$ cat config.mk
export PLATFORM = sky130hd
export DESIGN_NAME = immu_top
export DESIGN_NICKNAME = d
export VERILOG_FILES = /design/src/rtl/immu_pkg.sv /design/src/rtl/immu.sv /design/src/rtl/immu_msr.sv /design/src/rtl/immu_top.sv /design/src/rtl/itlb_ram.sv
export VERILOG_INCLUDE_DIRS = /design/src /design/src/rtl
export SDC_FILE = /design/constraint.sdc
export NUM_CORES = 1
export LEC_CHECK = 0
export ABC_AREA = 1
export BUFFER_PORTS_ARGS = -buffer_cell sky130_fd_sc_hd__buf_2
export CAP_MARGIN = 20
export CORE_ASPECT_RATIO = 1.2
export CORE_UTILIZATION = 49
export CTS_CLUSTER_DIAMETER = 60
export DETAILED_ROUTE_END_ITERATION = 12
export PLACE_DENSITY_LB_ADDON = 0.1
export SYNTH_ARGS = -nofsm -noshare
export SYNTH_HDL_FRONTEND = slang
export SYNTH_SLANG_ARGS = --single-unit
$ cat constraint.sdc
create_clock -name clk -period 2.8 [get_ports clk]
set_input_delay 0.14 -clock clk [delete_from_list [all_inputs] [get_ports clk]]
set_output_delay 0.14 -clock clk [all_outputs]
set_load 0.02 [all_outputs]
$ cat src/rtl/immu_defs.svh
`ifndef IMMU_DEFS_SVH
`define IMMU_DEFS_SVH

// Virtual and physical address width
`define IMMU_AW 32

// Width of MSR data and of each TLB entry word
`define IMMU_DW 32

// log2 of page size, 8 KiB pages
`define IMMU_P_PAGE 13

// log2 of ITLB set count, 16 sets
// Must stay within the VPN width
`define IMMU_P_SETS 4

// MSR address width
`define IMMU_MSR_AW 12

// Processor status register
`define MSR_PSR 12'h000

// IMMU identification word
`define MSR_IMMID 12'h004

// TLB entry windows, low IMMU_P_SETS bits pick the set
`define MSR_ITLBL_BASE 12'h200
`define MSR_ITLBH_BASE 12'h300

// Physical pages below the top half are uncached when set
`define IMMU_UNC_SEG 1

`endif

$ cat src/rtl/immu_pkg.sv
`include "immu_defs.svh"

package immu_pkg;

   // Page numbers, address minus page offset
   typedef logic [`IMMU_AW-`IMMU_P_PAGE-1:0] vpn_t;
   typedef logic [`IMMU_AW-`IMMU_P_PAGE-1:0] ppn_t;

   // ITLB set index
   typedef logic [`IMMU_P_SETS-1:0] tlb_idx_t;

   // MSR address and data
   typedef logic [`IMMU_MSR_AW-1:0] msr_addr_t;
   typedef logic [`IMMU_DW-1:0]     word_t;

   // Lower entry word, tag and valid
   typedef struct packed {
      vpn_t        vpn;
      logic [11:0] rsvd;
      logic        valid;
   } itlb_lo_t;

   // Higher entry word, translation and attributes
   // Bit 8 (shared) and bit 0 (present) sit in the reserved fields
   typedef struct packed {
      ppn_t        ppn;
      logic [4:0]  rsvd_a;
      logic        unc;
      logic [1:0]  rsvd_b;
      logic        rx;
      logic        ux;
      logic [2:0]  rsvd_c;
   } itlb_hi_t;

   // PSR bits 1 and 0
   typedef struct packed {
      logic imme;
      logic rm;
   } psr_t;

   // One MSR write beat
   typedef struct packed {
      msr_addr_t addr;
      word_t     data;
   } msr_wr_t;

   // Translation result toward fetch
   typedef struct packed {
      ppn_t ppn;
      logic eitm;
      logic eipf;
      logic uncached;
   } immu_rsp_t;

endpackage

$ cat src/rtl/immu.sv
`timescale 1ns/1ps

`include "immu_defs.svh"

module immu (
   input  logic                clk,
   input  logic                rst_n,
   // Request
   input  logic                re,
   input  immu_pkg::vpn_t      vpn,
   // Status from MSR front end
   input  immu_pkg::psr_t      psr,
   // Registered TLB array outputs
   input  immu_pkg::word_t     tlb_lo,
   input  immu_pkg::word_t     tlb_hi,
   // Response
   output immu_pkg::immu_rsp_t rsp,
   output logic                rsp_valid
);

   import immu_pkg::*;

   localparam bit UNC_SEG = (`IMMU_UNC_SEG != 0);
   localparam int PPN_W   = $bits(ppn_t);

   // Request stage
   vpn_t     vpn_q;
   psr_t     psr_q;
   // Set once the first request has been taken
   logic     req_seen;

   // Decoded entry
   itlb_lo_t ent_lo;
   itlb_hi_t ent_hi;

   logic     tlb_miss;
   logic     perm_denied;
   logic     exc_itm;
   logic     exc_ipf;
   ppn_t     ppn_sel;
   logic     page_unc;
   logic     seg_unc;

   // Capture vpn and status alongside the array read
   // Later PSR writes leave an issued request alone
   always_ff @(posedge clk)
   begin
      if (!rst_n)
      begin
         vpn_q    <= '0;
         psr_q    <= '0;
         req_seen <= 1'b0;
      end
      else if (re)
      begin
         vpn_q    <= vpn;
         psr_q    <= psr;
         req_seen <= 1'b1;
      end
   end

   // Response strobe
   always_ff @(posedge clk)
   begin
      if (!rst_n)
         rsp_valid <= 1'b0;
      else
         rsp_valid <= re;
   end

   assign ent_lo = itlb_lo_t'(tlb_lo);
   assign ent_hi = itlb_hi_t'(tlb_hi);

   // Miss on invalid entry or tag mismatch
   assign tlb_miss = ~ent_lo.valid | (ent_lo.vpn != vpn_q);

   // rx governs root mode, ux user mode
   assign perm_denied = psr_q.rm ? ~ent_hi.rx : ~ent_hi.ux;

   // Exceptions only when translating
   assign exc_itm = psr_q.imme & tlb_miss;
   // Page fault never alongside a miss
   assign exc_ipf = psr_q.imme & ~tlb_miss & perm_denied;

   // Identity mapping with translation off
   assign ppn_sel = psr_q.imme ? ent_hi.ppn : vpn_q;

   // Entry attribute only counts on a clean hit
   assign page_unc = psr_q.imme & ~tlb_miss & ~perm_denied & ent_hi.unc;

   // Low half of physical space is uncached
   assign seg_unc = UNC_SEG & req_seen & ~exc_itm & ~exc_ipf & ~ppn_sel[PPN_W-1];

   assign rsp.ppn      = ppn_sel;
   assign rsp.eitm     = exc_itm;
   assign rsp.eipf     = exc_ipf;
   assign rsp.uncached = page_unc | seg_unc;

endmodule

$ cat src/rtl/immu_msr.sv
`timescale 1ns/1ps

`include "immu_defs.svh"

module immu_msr (
   input  logic                clk,
   input  logic                rst_n,
   // Write side
   input  logic                msr_we,
   input  immu_pkg::msr_wr_t   msr_wr,
   // Read side
   input  logic                msr_re,
   input  immu_pkg::msr_addr_t msr_raddr,
   output immu_pkg::word_t     msr_rdata,
   output logic                msr_rvalid,
   // Status to the translation block
   output immu_pkg::psr_t      psr,
   // TLB array write ports
   output logic                lo_we,
   output logic                hi_we,
   output immu_pkg::tlb_idx_t  lo_idx,
   output immu_pkg::tlb_idx_t  hi_idx,
   output immu_pkg::word_t     lo_data,
   output immu_pkg::word_t     hi_data
);

   import immu_pkg::*;

   localparam int AW = `IMMU_MSR_AW;
   localparam int IW = `IMMU_P_SETS;

   localparam msr_addr_t PSR_ADDR   = `MSR_PSR;
   localparam msr_addr_t IMMID_ADDR = `MSR_IMMID;
   localparam msr_addr_t LO_BASE    = `MSR_ITLBL_BASE;
   localparam msr_addr_t HI_BASE    = `MSR_ITLBH_BASE;

   // IMMID reports the set-count exponent
   localparam word_t IMMID_VAL = `IMMU_P_SETS;

   logic  psr_hit;
   logic  lo_hit;
   logic  hi_hit;
   word_t rd_next;

   // Write decode
   assign psr_hit = (msr_wr.addr == PSR_ADDR);
   // TLB windows match on the bits above the index
   assign lo_hit  = (msr_wr.addr[AW-1:IW] == LO_BASE[AW-1:IW]);
   assign hi_hit  = (msr_wr.addr[AW-1:IW] == HI_BASE[AW-1:IW]);

   // Entry writes go straight to the arrays this cycle
   assign lo_we   = msr_we & lo_hit;
   assign hi_we   = msr_we & hi_hit;
   assign lo_idx  = msr_wr.addr[IW-1:0];
   assign hi_idx  = msr_wr.addr[IW-1:0];
   assign lo_data = msr_wr.data;
   assign hi_data = msr_wr.data;

   // PSR, translation off and user mode out of reset
   always_ff @(posedge clk)
   begin
      if (!rst_n)
         psr <= '0;
      else if (msr_we && psr_hit)
         psr <= msr_wr.data[$bits(psr_t)-1:0];
   end

   // Read mux
   always_comb
   begin
      rd_next = '0;
      case (msr_raddr)
         PSR_ADDR:
         begin
            // Zero-extended status bits
            rd_next[$bits(psr_t)-1:0] = psr;
         end
         IMMID_ADDR:
         begin
            rd_next = IMMID_VAL;
         end
         default:
         begin
            // Unmapped and write-only addresses read zero
            rd_next = '0;
         end
      endcase
   end

   // Read strobe, one cycle after the request
   always_ff @(posedge clk)
   begin
      if (!rst_n)
         msr_rvalid <= 1'b0;
      else
         msr_rvalid <= msr_re;
   end

   // Read data, captured with the request
   always_ff @(posedge clk)
   begin
      if (msr_re)
         msr_rdata <= rd_next;
   end

endmodule

$ cat src/rtl/immu_top.sv
`timescale 1ns/1ps

`include "immu_defs.svh"

module immu_top (
   input  logic                clk,
   input  logic                rst_n,
   // Translation request and response
   input  logic                re,
   input  immu_pkg::vpn_t      vpn,
   output immu_pkg::immu_rsp_t rsp,
   output logic                rsp_valid,
   // MSR bus
   input  logic                msr_we,
   input  immu_pkg::msr_wr_t   msr_wr,
   input  logic                msr_re,
   input  immu_pkg::msr_addr_t msr_raddr,
   output immu_pkg::word_t     msr_rdata,
   output logic                msr_rvalid
);

   import immu_pkg::*;

   psr_t     psr;
   logic     lo_we;
   logic     hi_we;
   tlb_idx_t lo_idx;
   tlb_idx_t hi_idx;
   word_t    lo_data;
   word_t    hi_data;
   word_t    tlb_lo;
   word_t    tlb_hi;
   tlb_idx_t rd_idx;

   // Direct mapped, set picked by low vpn bits
   assign rd_idx = vpn[`IMMU_P_SETS-1:0];

   // MSR front end
   immu_msr u_msr (
      .clk        (clk),
      .rst_n      (rst_n),
      .msr_we     (msr_we),
      .msr_wr     (msr_wr),
      .msr_re     (msr_re),
      .msr_raddr  (msr_raddr),
      .msr_rdata  (msr_rdata),
      .msr_rvalid (msr_rvalid),
      .psr        (psr),
      .lo_we      (lo_we),
      .hi_we      (hi_we),
      .lo_idx     (lo_idx),
      .hi_idx     (hi_idx),
      .lo_data    (lo_data),
      .hi_data    (hi_data)
   );

   // Tag and valid words
   itlb_ram u_tlb_lo (
      .clk   (clk),
      .rst_n (rst_n),
      .re    (re),
      .raddr (rd_idx),
      .rdata (tlb_lo),
      .we    (lo_we),
      .waddr (lo_idx),
      .wdata (lo_data)
   );

   // PPN and attribute words
   itlb_ram u_tlb_hi (
      .clk   (clk),
      .rst_n (rst_n),
      .re    (re),
      .raddr (rd_idx),
      .rdata (tlb_hi),
      .we    (hi_we),
      .waddr (hi_idx),
      .wdata (hi_data)
   );

   // Translation and checks
   immu u_immu (
      .clk       (clk),
      .rst_n     (rst_n),
      .re        (re),
      .vpn       (vpn),
      .psr       (psr),
      .tlb_lo    (tlb_lo),
      .tlb_hi    (tlb_hi),
      .rsp       (rsp),
      .rsp_valid (rsp_valid)
   );

endmodule

$ cat src/rtl/itlb_ram.sv
`timescale 1ns/1ps

`include "immu_defs.svh"

module itlb_ram (
   input  logic               clk,
   input  logic               rst_n,
   input  logic               re,
   input  immu_pkg::tlb_idx_t raddr,
   output immu_pkg::word_t    rdata,
   input  logic               we,
   input  immu_pkg::tlb_idx_t waddr,
   input  immu_pkg::word_t    wdata
);

   import immu_pkg::*;

   localparam int SETS = 1 << `IMMU_P_SETS;

   // One word per set
   word_t mem [SETS];

   // Contents clear on reset so every entry starts invalid
   always_ff @(posedge clk)
   begin
      if (!rst_n)
      begin
         for (int i = 0; i < SETS; i++)
         begin
            mem[i] <= '0;
         end
      end
      else if (we)
      begin
         mem[waddr] <= wdata;
      end
   end

   // Registered read, old data on a same-cycle write
   // Holds between reads
   always_ff @(posedge clk)
   begin
      if (!rst_n)
         rdata <= '0;
      else if (re)
         rdata <= mem[raddr];
   end

endmodule

==> After elaboration in Yosys (flattened, before gate mapping) <==
Memory sizes are Yosys's and may differ from the RTL's. A register that Yosys moved wholly into a read port is not among the register bits.
Cells that the tools add are included.
{ "classes": {"bitwise": 20, "n_mux": 16, "reduce_logical": 7, "n_eq_ne": 4} }
{ "ops": {"columns": ["operator", "count"], "rows": [
  ["32-bit 2-to-1 mux", 2],
  ["32-bit OR reduction", 2],
  ["12-bit zero test", 2],
  ["19-bit 2-to-1 mux", 1],
  ["19-bit != test", 1],
  ["8-bit by 6-bit equality test with 1-bit output (second input constant)", 2],
  ["12-bit by 3-bit equality test with 1-bit output (second input constant)", 1],
  ["1-bit 2-to-1 mux", 11],
  ["1-bit bitwise AND", 10],
  ["4-bit 2-to-1 mux", 2],
  ["1-bit NOT", 8],
  ["1-bit zero test", 2],
  ["1-bit OR", 2],
  ["1-bit logical AND", 1]
]} }
{ "totals": {"register_bits": 58, "out_inout_bits": 56, "mem_bits_rw": 1024, "n_memories": 2, "wordCells": 59} }
{ "mem_list": {"columns": ["memory", "words", "word_bits", "read_ports", "rd_clocked_by_memory_dff", "write_ports", "line_no", "source"], "rows": [
  ["u_tlb_hi.mem", 16, 32, 1, 1, 16, "itlb_ram.sv:21", "word_t mem [SETS];"],
  ["u_tlb_lo.mem", 16, 32, 1, 1, 16, "itlb_ram.sv:21", null]
]} }

==> Logic depth before layout (Yosys ltp) <==
{ "logic_depth": {"depth_word": 9, "mapped_depth": 12, "mapped_depth_nobuf": 10} }

==> Hierarchy <==
A second synthesis with hierarchy kept.
{ "hier_totals": {"cells_unflattened": 5464, "area_unflattened_um2": 51919.8} }
{ "modules_own_cells": {"columns": ["module", "cells_per_inst", "instances", "area_each_um2"], "rows": [
  ["itlb_ram", 2520, 2, 24642.4],
  ["immu", 273, 1, 1524.0],
  ["immu_msr", 151, 1, 1111.1]
]} }

==> Worst setup path before layout <==
No wires, ideal clock.
{ "synth_path": {"path_type": "in2reg", "start": "input port rst_n", "end": "memory u_tlb_hi.mem[0][13] (netlist bit), enable pin", "setup_slack_ns": 0.714, "stages": 7, "arrival_ns": 1.708, "cell_sequence": "buf_4 > inv_2 > nor4_4 > buf_6 > nand2_4 > buf_6 > nand2_1"} }
{ "synth_lines": {"columns": ["item", "line_no", "source"], "rows": [
  ["start, declared", "immu_top.sv:7", "input logic rst_n,"],
  ["end, declared", "itlb_ram.sv:21", null]
]} }

==> metrics <==
run status complete, no violations; cell at the slowest stage of the critical path dfxtp_1; Clock Latency Late Sink between 0.6 and 0.7 ns; fmax 401 MHz; Routed wire per std cell ~23 um; final core utilization 55.4%; Power Internal ~19 mW; proportion of power drawn by the clock network 39.3%; DRC errors left 0; number of antenna repair diodes 0; starting utilization of the core area 49.8%; fill cell count between 6000 and 7000; headroom to the max-slew limit 34.7%; Sequential Power Share 51.7%; Final Max Slew Viols 0; vias after detailed routing between 20000 and 30000; origin of the critical flop-to-flop path u_immu.psr_q[1]; Post-Syn Area 33600 sq um; share of flip-flops with an asynchronous set or reset 0%; drt pass-1 iters 5; worst setup path endpoint rsp[0]; half-perimeter wire length of the detailed placement result 62600 um; antenna violations before repair 1; Post-layout nets 3655; sequential area share after synthesis 64.3%; post-route setup slack 0.309 ns; dominant cell type by area after synthesis edfxtp_1; most common cell in the synthesized netlist nor2_1; maximum vdd ir drop 0.491 mV; max-capacitance violation count 0; Top FF cell, synth edfxtp_1; # rows 104; TritonCTS clock tree yes; Clk pin slew, worst setup/hold paths 0.06 ns; EDFF count, synth 675; Final Wtd Congestion 0.880; standard cell core area 67500 sq um; number of global-route vias before repair 23900; number of placed instances with taps included ~4400; wire length of the first global-routing pass 151000 um; share of the cycle needed by the critical path after routing 89.0%; minimum setup slack after placement 0.478 ns; number of cells on the worst reg-to-reg path 3; worst stage delay on the critical path 0.85 ns; endpoint of the worst-slack reg-to-reg timing path u_immu.psr_q[1]; number of hold violations in the final report 0; proportion of layout cells with a drive suffix above 1 under 10%; Ys Warns 0; maximum fanout encountered on the critical timing path 26; Crit path arrival time 2.35 ns; Crit Path Class reg2out; measured slew at the worst slew-check pin 0.979 ns; Die Outline Area ~70000 sq um; Area growth, synth to finish 11.1%; fin crit period 2.49 ns; CTS HTree Levels 3; Worst EP required 2.66 ns; Worst Setup SP u_immu.psr_q[1]; class of the tightest hold or removal check in2reg; top-area cell type share of the netlist area between 60% and 70%; fraction of power spent switching nets 24.7%; GRT Residual Overflow 0; cells traversed along the worst timing path o21ai_0, o21ai_0, nand2_1, nor2_1, buf_2; most prevalent standard cell on the critical path o21ai_0; Clock Tree Root clkbuf_16; Initial DRC Count between 2000 and 2500; height of the die 289 um; width of the die 241 um; Unique masters post-synth 27; power per standard cell area 664 nW/um^2; per-cell via count in the routed design between 5 and 6; most instantiated cells after synthesis nor2_1, nand2_1, edfxtp_1; input/output buffers 98; Setup crit start kind flip-flop; count of pins on the block boundary 136; CP Capture Type primary output; Global Route Usage Sum between 20% and 30%; Net Switching 6.14 mW; post-CTS setup-driven buffer insertion count 0; setup slack of the worst register-to-register path 1.29 ns; average cell area after synthesis 9.45 sq um; antenna-violating nets left 0; Routed WL 104000 um; setup repair after global routing missed its margin false; maximum number of pins on one net before global-route repair roughly 190; Clock Skews just under 0.03 ns; Clock Tree Buf Depth 3; total of endpoints with negative setup slack in the final report 0; #FFs+latches synth 743; reported leakage power 15.1 nW; clock sink count roughly 740; non-filler cells, final 4534; CTS buffer count 76; setup total negative slack 0 ns; post-synthesis instance total around 3600; part of the total power dissipated in combinational logic 9.0%; top post-synthesis cells by area edfxtp_1, nor2_1, nand2_1
[worst min-delay path by stage]
| stage | start | cells past startpoint | slack [ns] | endpoint |
|---|---|---|---|---|
| after global routing | re | 4 | 0.07 | u_immu.vpn_q[2] |
| final | re | 4 | 0.05 | u_immu.vpn_q[2] |
| after global placement | msr_re | 3 | 0.39 | u_msr.msr_rvalid |
| after CTS | re | 4 | 0.05 | u_immu.vpn_q[2] |
| after floorplan | msr_re | 2 | 0.24 | u_msr.msr_rvalid |
| after detailed placement | msr_re | 3 | 0.41 | u_msr.msr_rvalid |
[critical path: cells and delay by family (launching register included)]
family / cells / cell delay (ns)
flops: 1 / 0.85
compound gates: 2 / 0.55
buf+inv: 1 / 0.17
simple gates: 2 / 0.15
[power groups by stage]
stage	clock, mW	sequential, mW	combinational, mW
floorplan	0	13.0	1.35
global placement	0	13.0	2.17
detailed placement	0	13.1	2.20
CTS	9.87	12.8	2.23
global route	10.3	12.9	2.41
finish	9.77	12.8	2.23
[state kept, by name, indices dropped and copies added, names as in the netlist]
name and cells:
u_tlb_hi.mem 352, u_tlb_lo.mem 320, u_tlb_hi.rdata 22, u_tlb_lo.rdata 20, u_immu.vpn_q 19, u_msr.msr_rdata 3
u_immu.psr_q 2, u_msr.psr 2, u_immu.req_seen 1, u_immu.rsp_valid 1, u_msr.msr_rvalid 1
[kinds of logic (layout without fill, tap and decap cells)]
logic type | after synthesis | in the layout | share of synthesized area [%]
simple gates | 2117 | 2117 | 25.5
flops | 743 | 743 | 64.3
other cells | 1 | 29 | 0.0111
compound gates | 266 | 266 | 4.27
buf+inv | 432 | 478 | 5.87
[routing by layer]
metal | global-route usage [%] | wire, um | vias up
met2 | 49.4 | 50300 | 1091
met5 | 0 | 0 | -
met1 | 38.2 | 40300 | 12400
li1 | - | - | 11800
met3 | 4.12 | 7720 | 195
met4 | 15.5 | 5400 | 0
[placed cells by master, fill, tap and decap left out, drive strengths merged, types with 25 or more instances in the layout]
cell type    n
a21oi       72
buf        207
clkbuf     100
clkinv      30
conb        29
dfxtp       68
edfxtp     675
inv        114
nand2      841
nand3      409
nor2       854
o21ai      164
o221ai      25
[stage by stage]
stage	hold slack (ns)	area, sq um	power, mW
6_report	0.0520	37400	24.8
2_1_floorplan	0.238	33700	14.3
3_3_place_gp	0.394	34800	15.2
5_1_grt	0.0688	37400	25.6
3_5_place_dp	0.408	34800	15.3
4_1_cts	0.0502	37400	24.9
[layout make-up]
cell class	instances	area [sq um]	share of cell area, %
Clock buffer	100	2080	5.58
Clock inverter	36	246	0.659
Inverter	111	429	1.15
Multi-Input combinational cell	2412	10100	27.1
Sequential cell	743	21600	57.9
Tap cell	901	1130	3.02
Timing Repair Buffer	231	1730	4.63
[repair_timing]
item                                    in CTS  in global routing
hold buffers                                24                  0
endpoints found under the hold margin       33                  0
endpoints found under the setup margin       0                  0
resized for setup                            0                  0
Power figures use the tool's default switching activity.
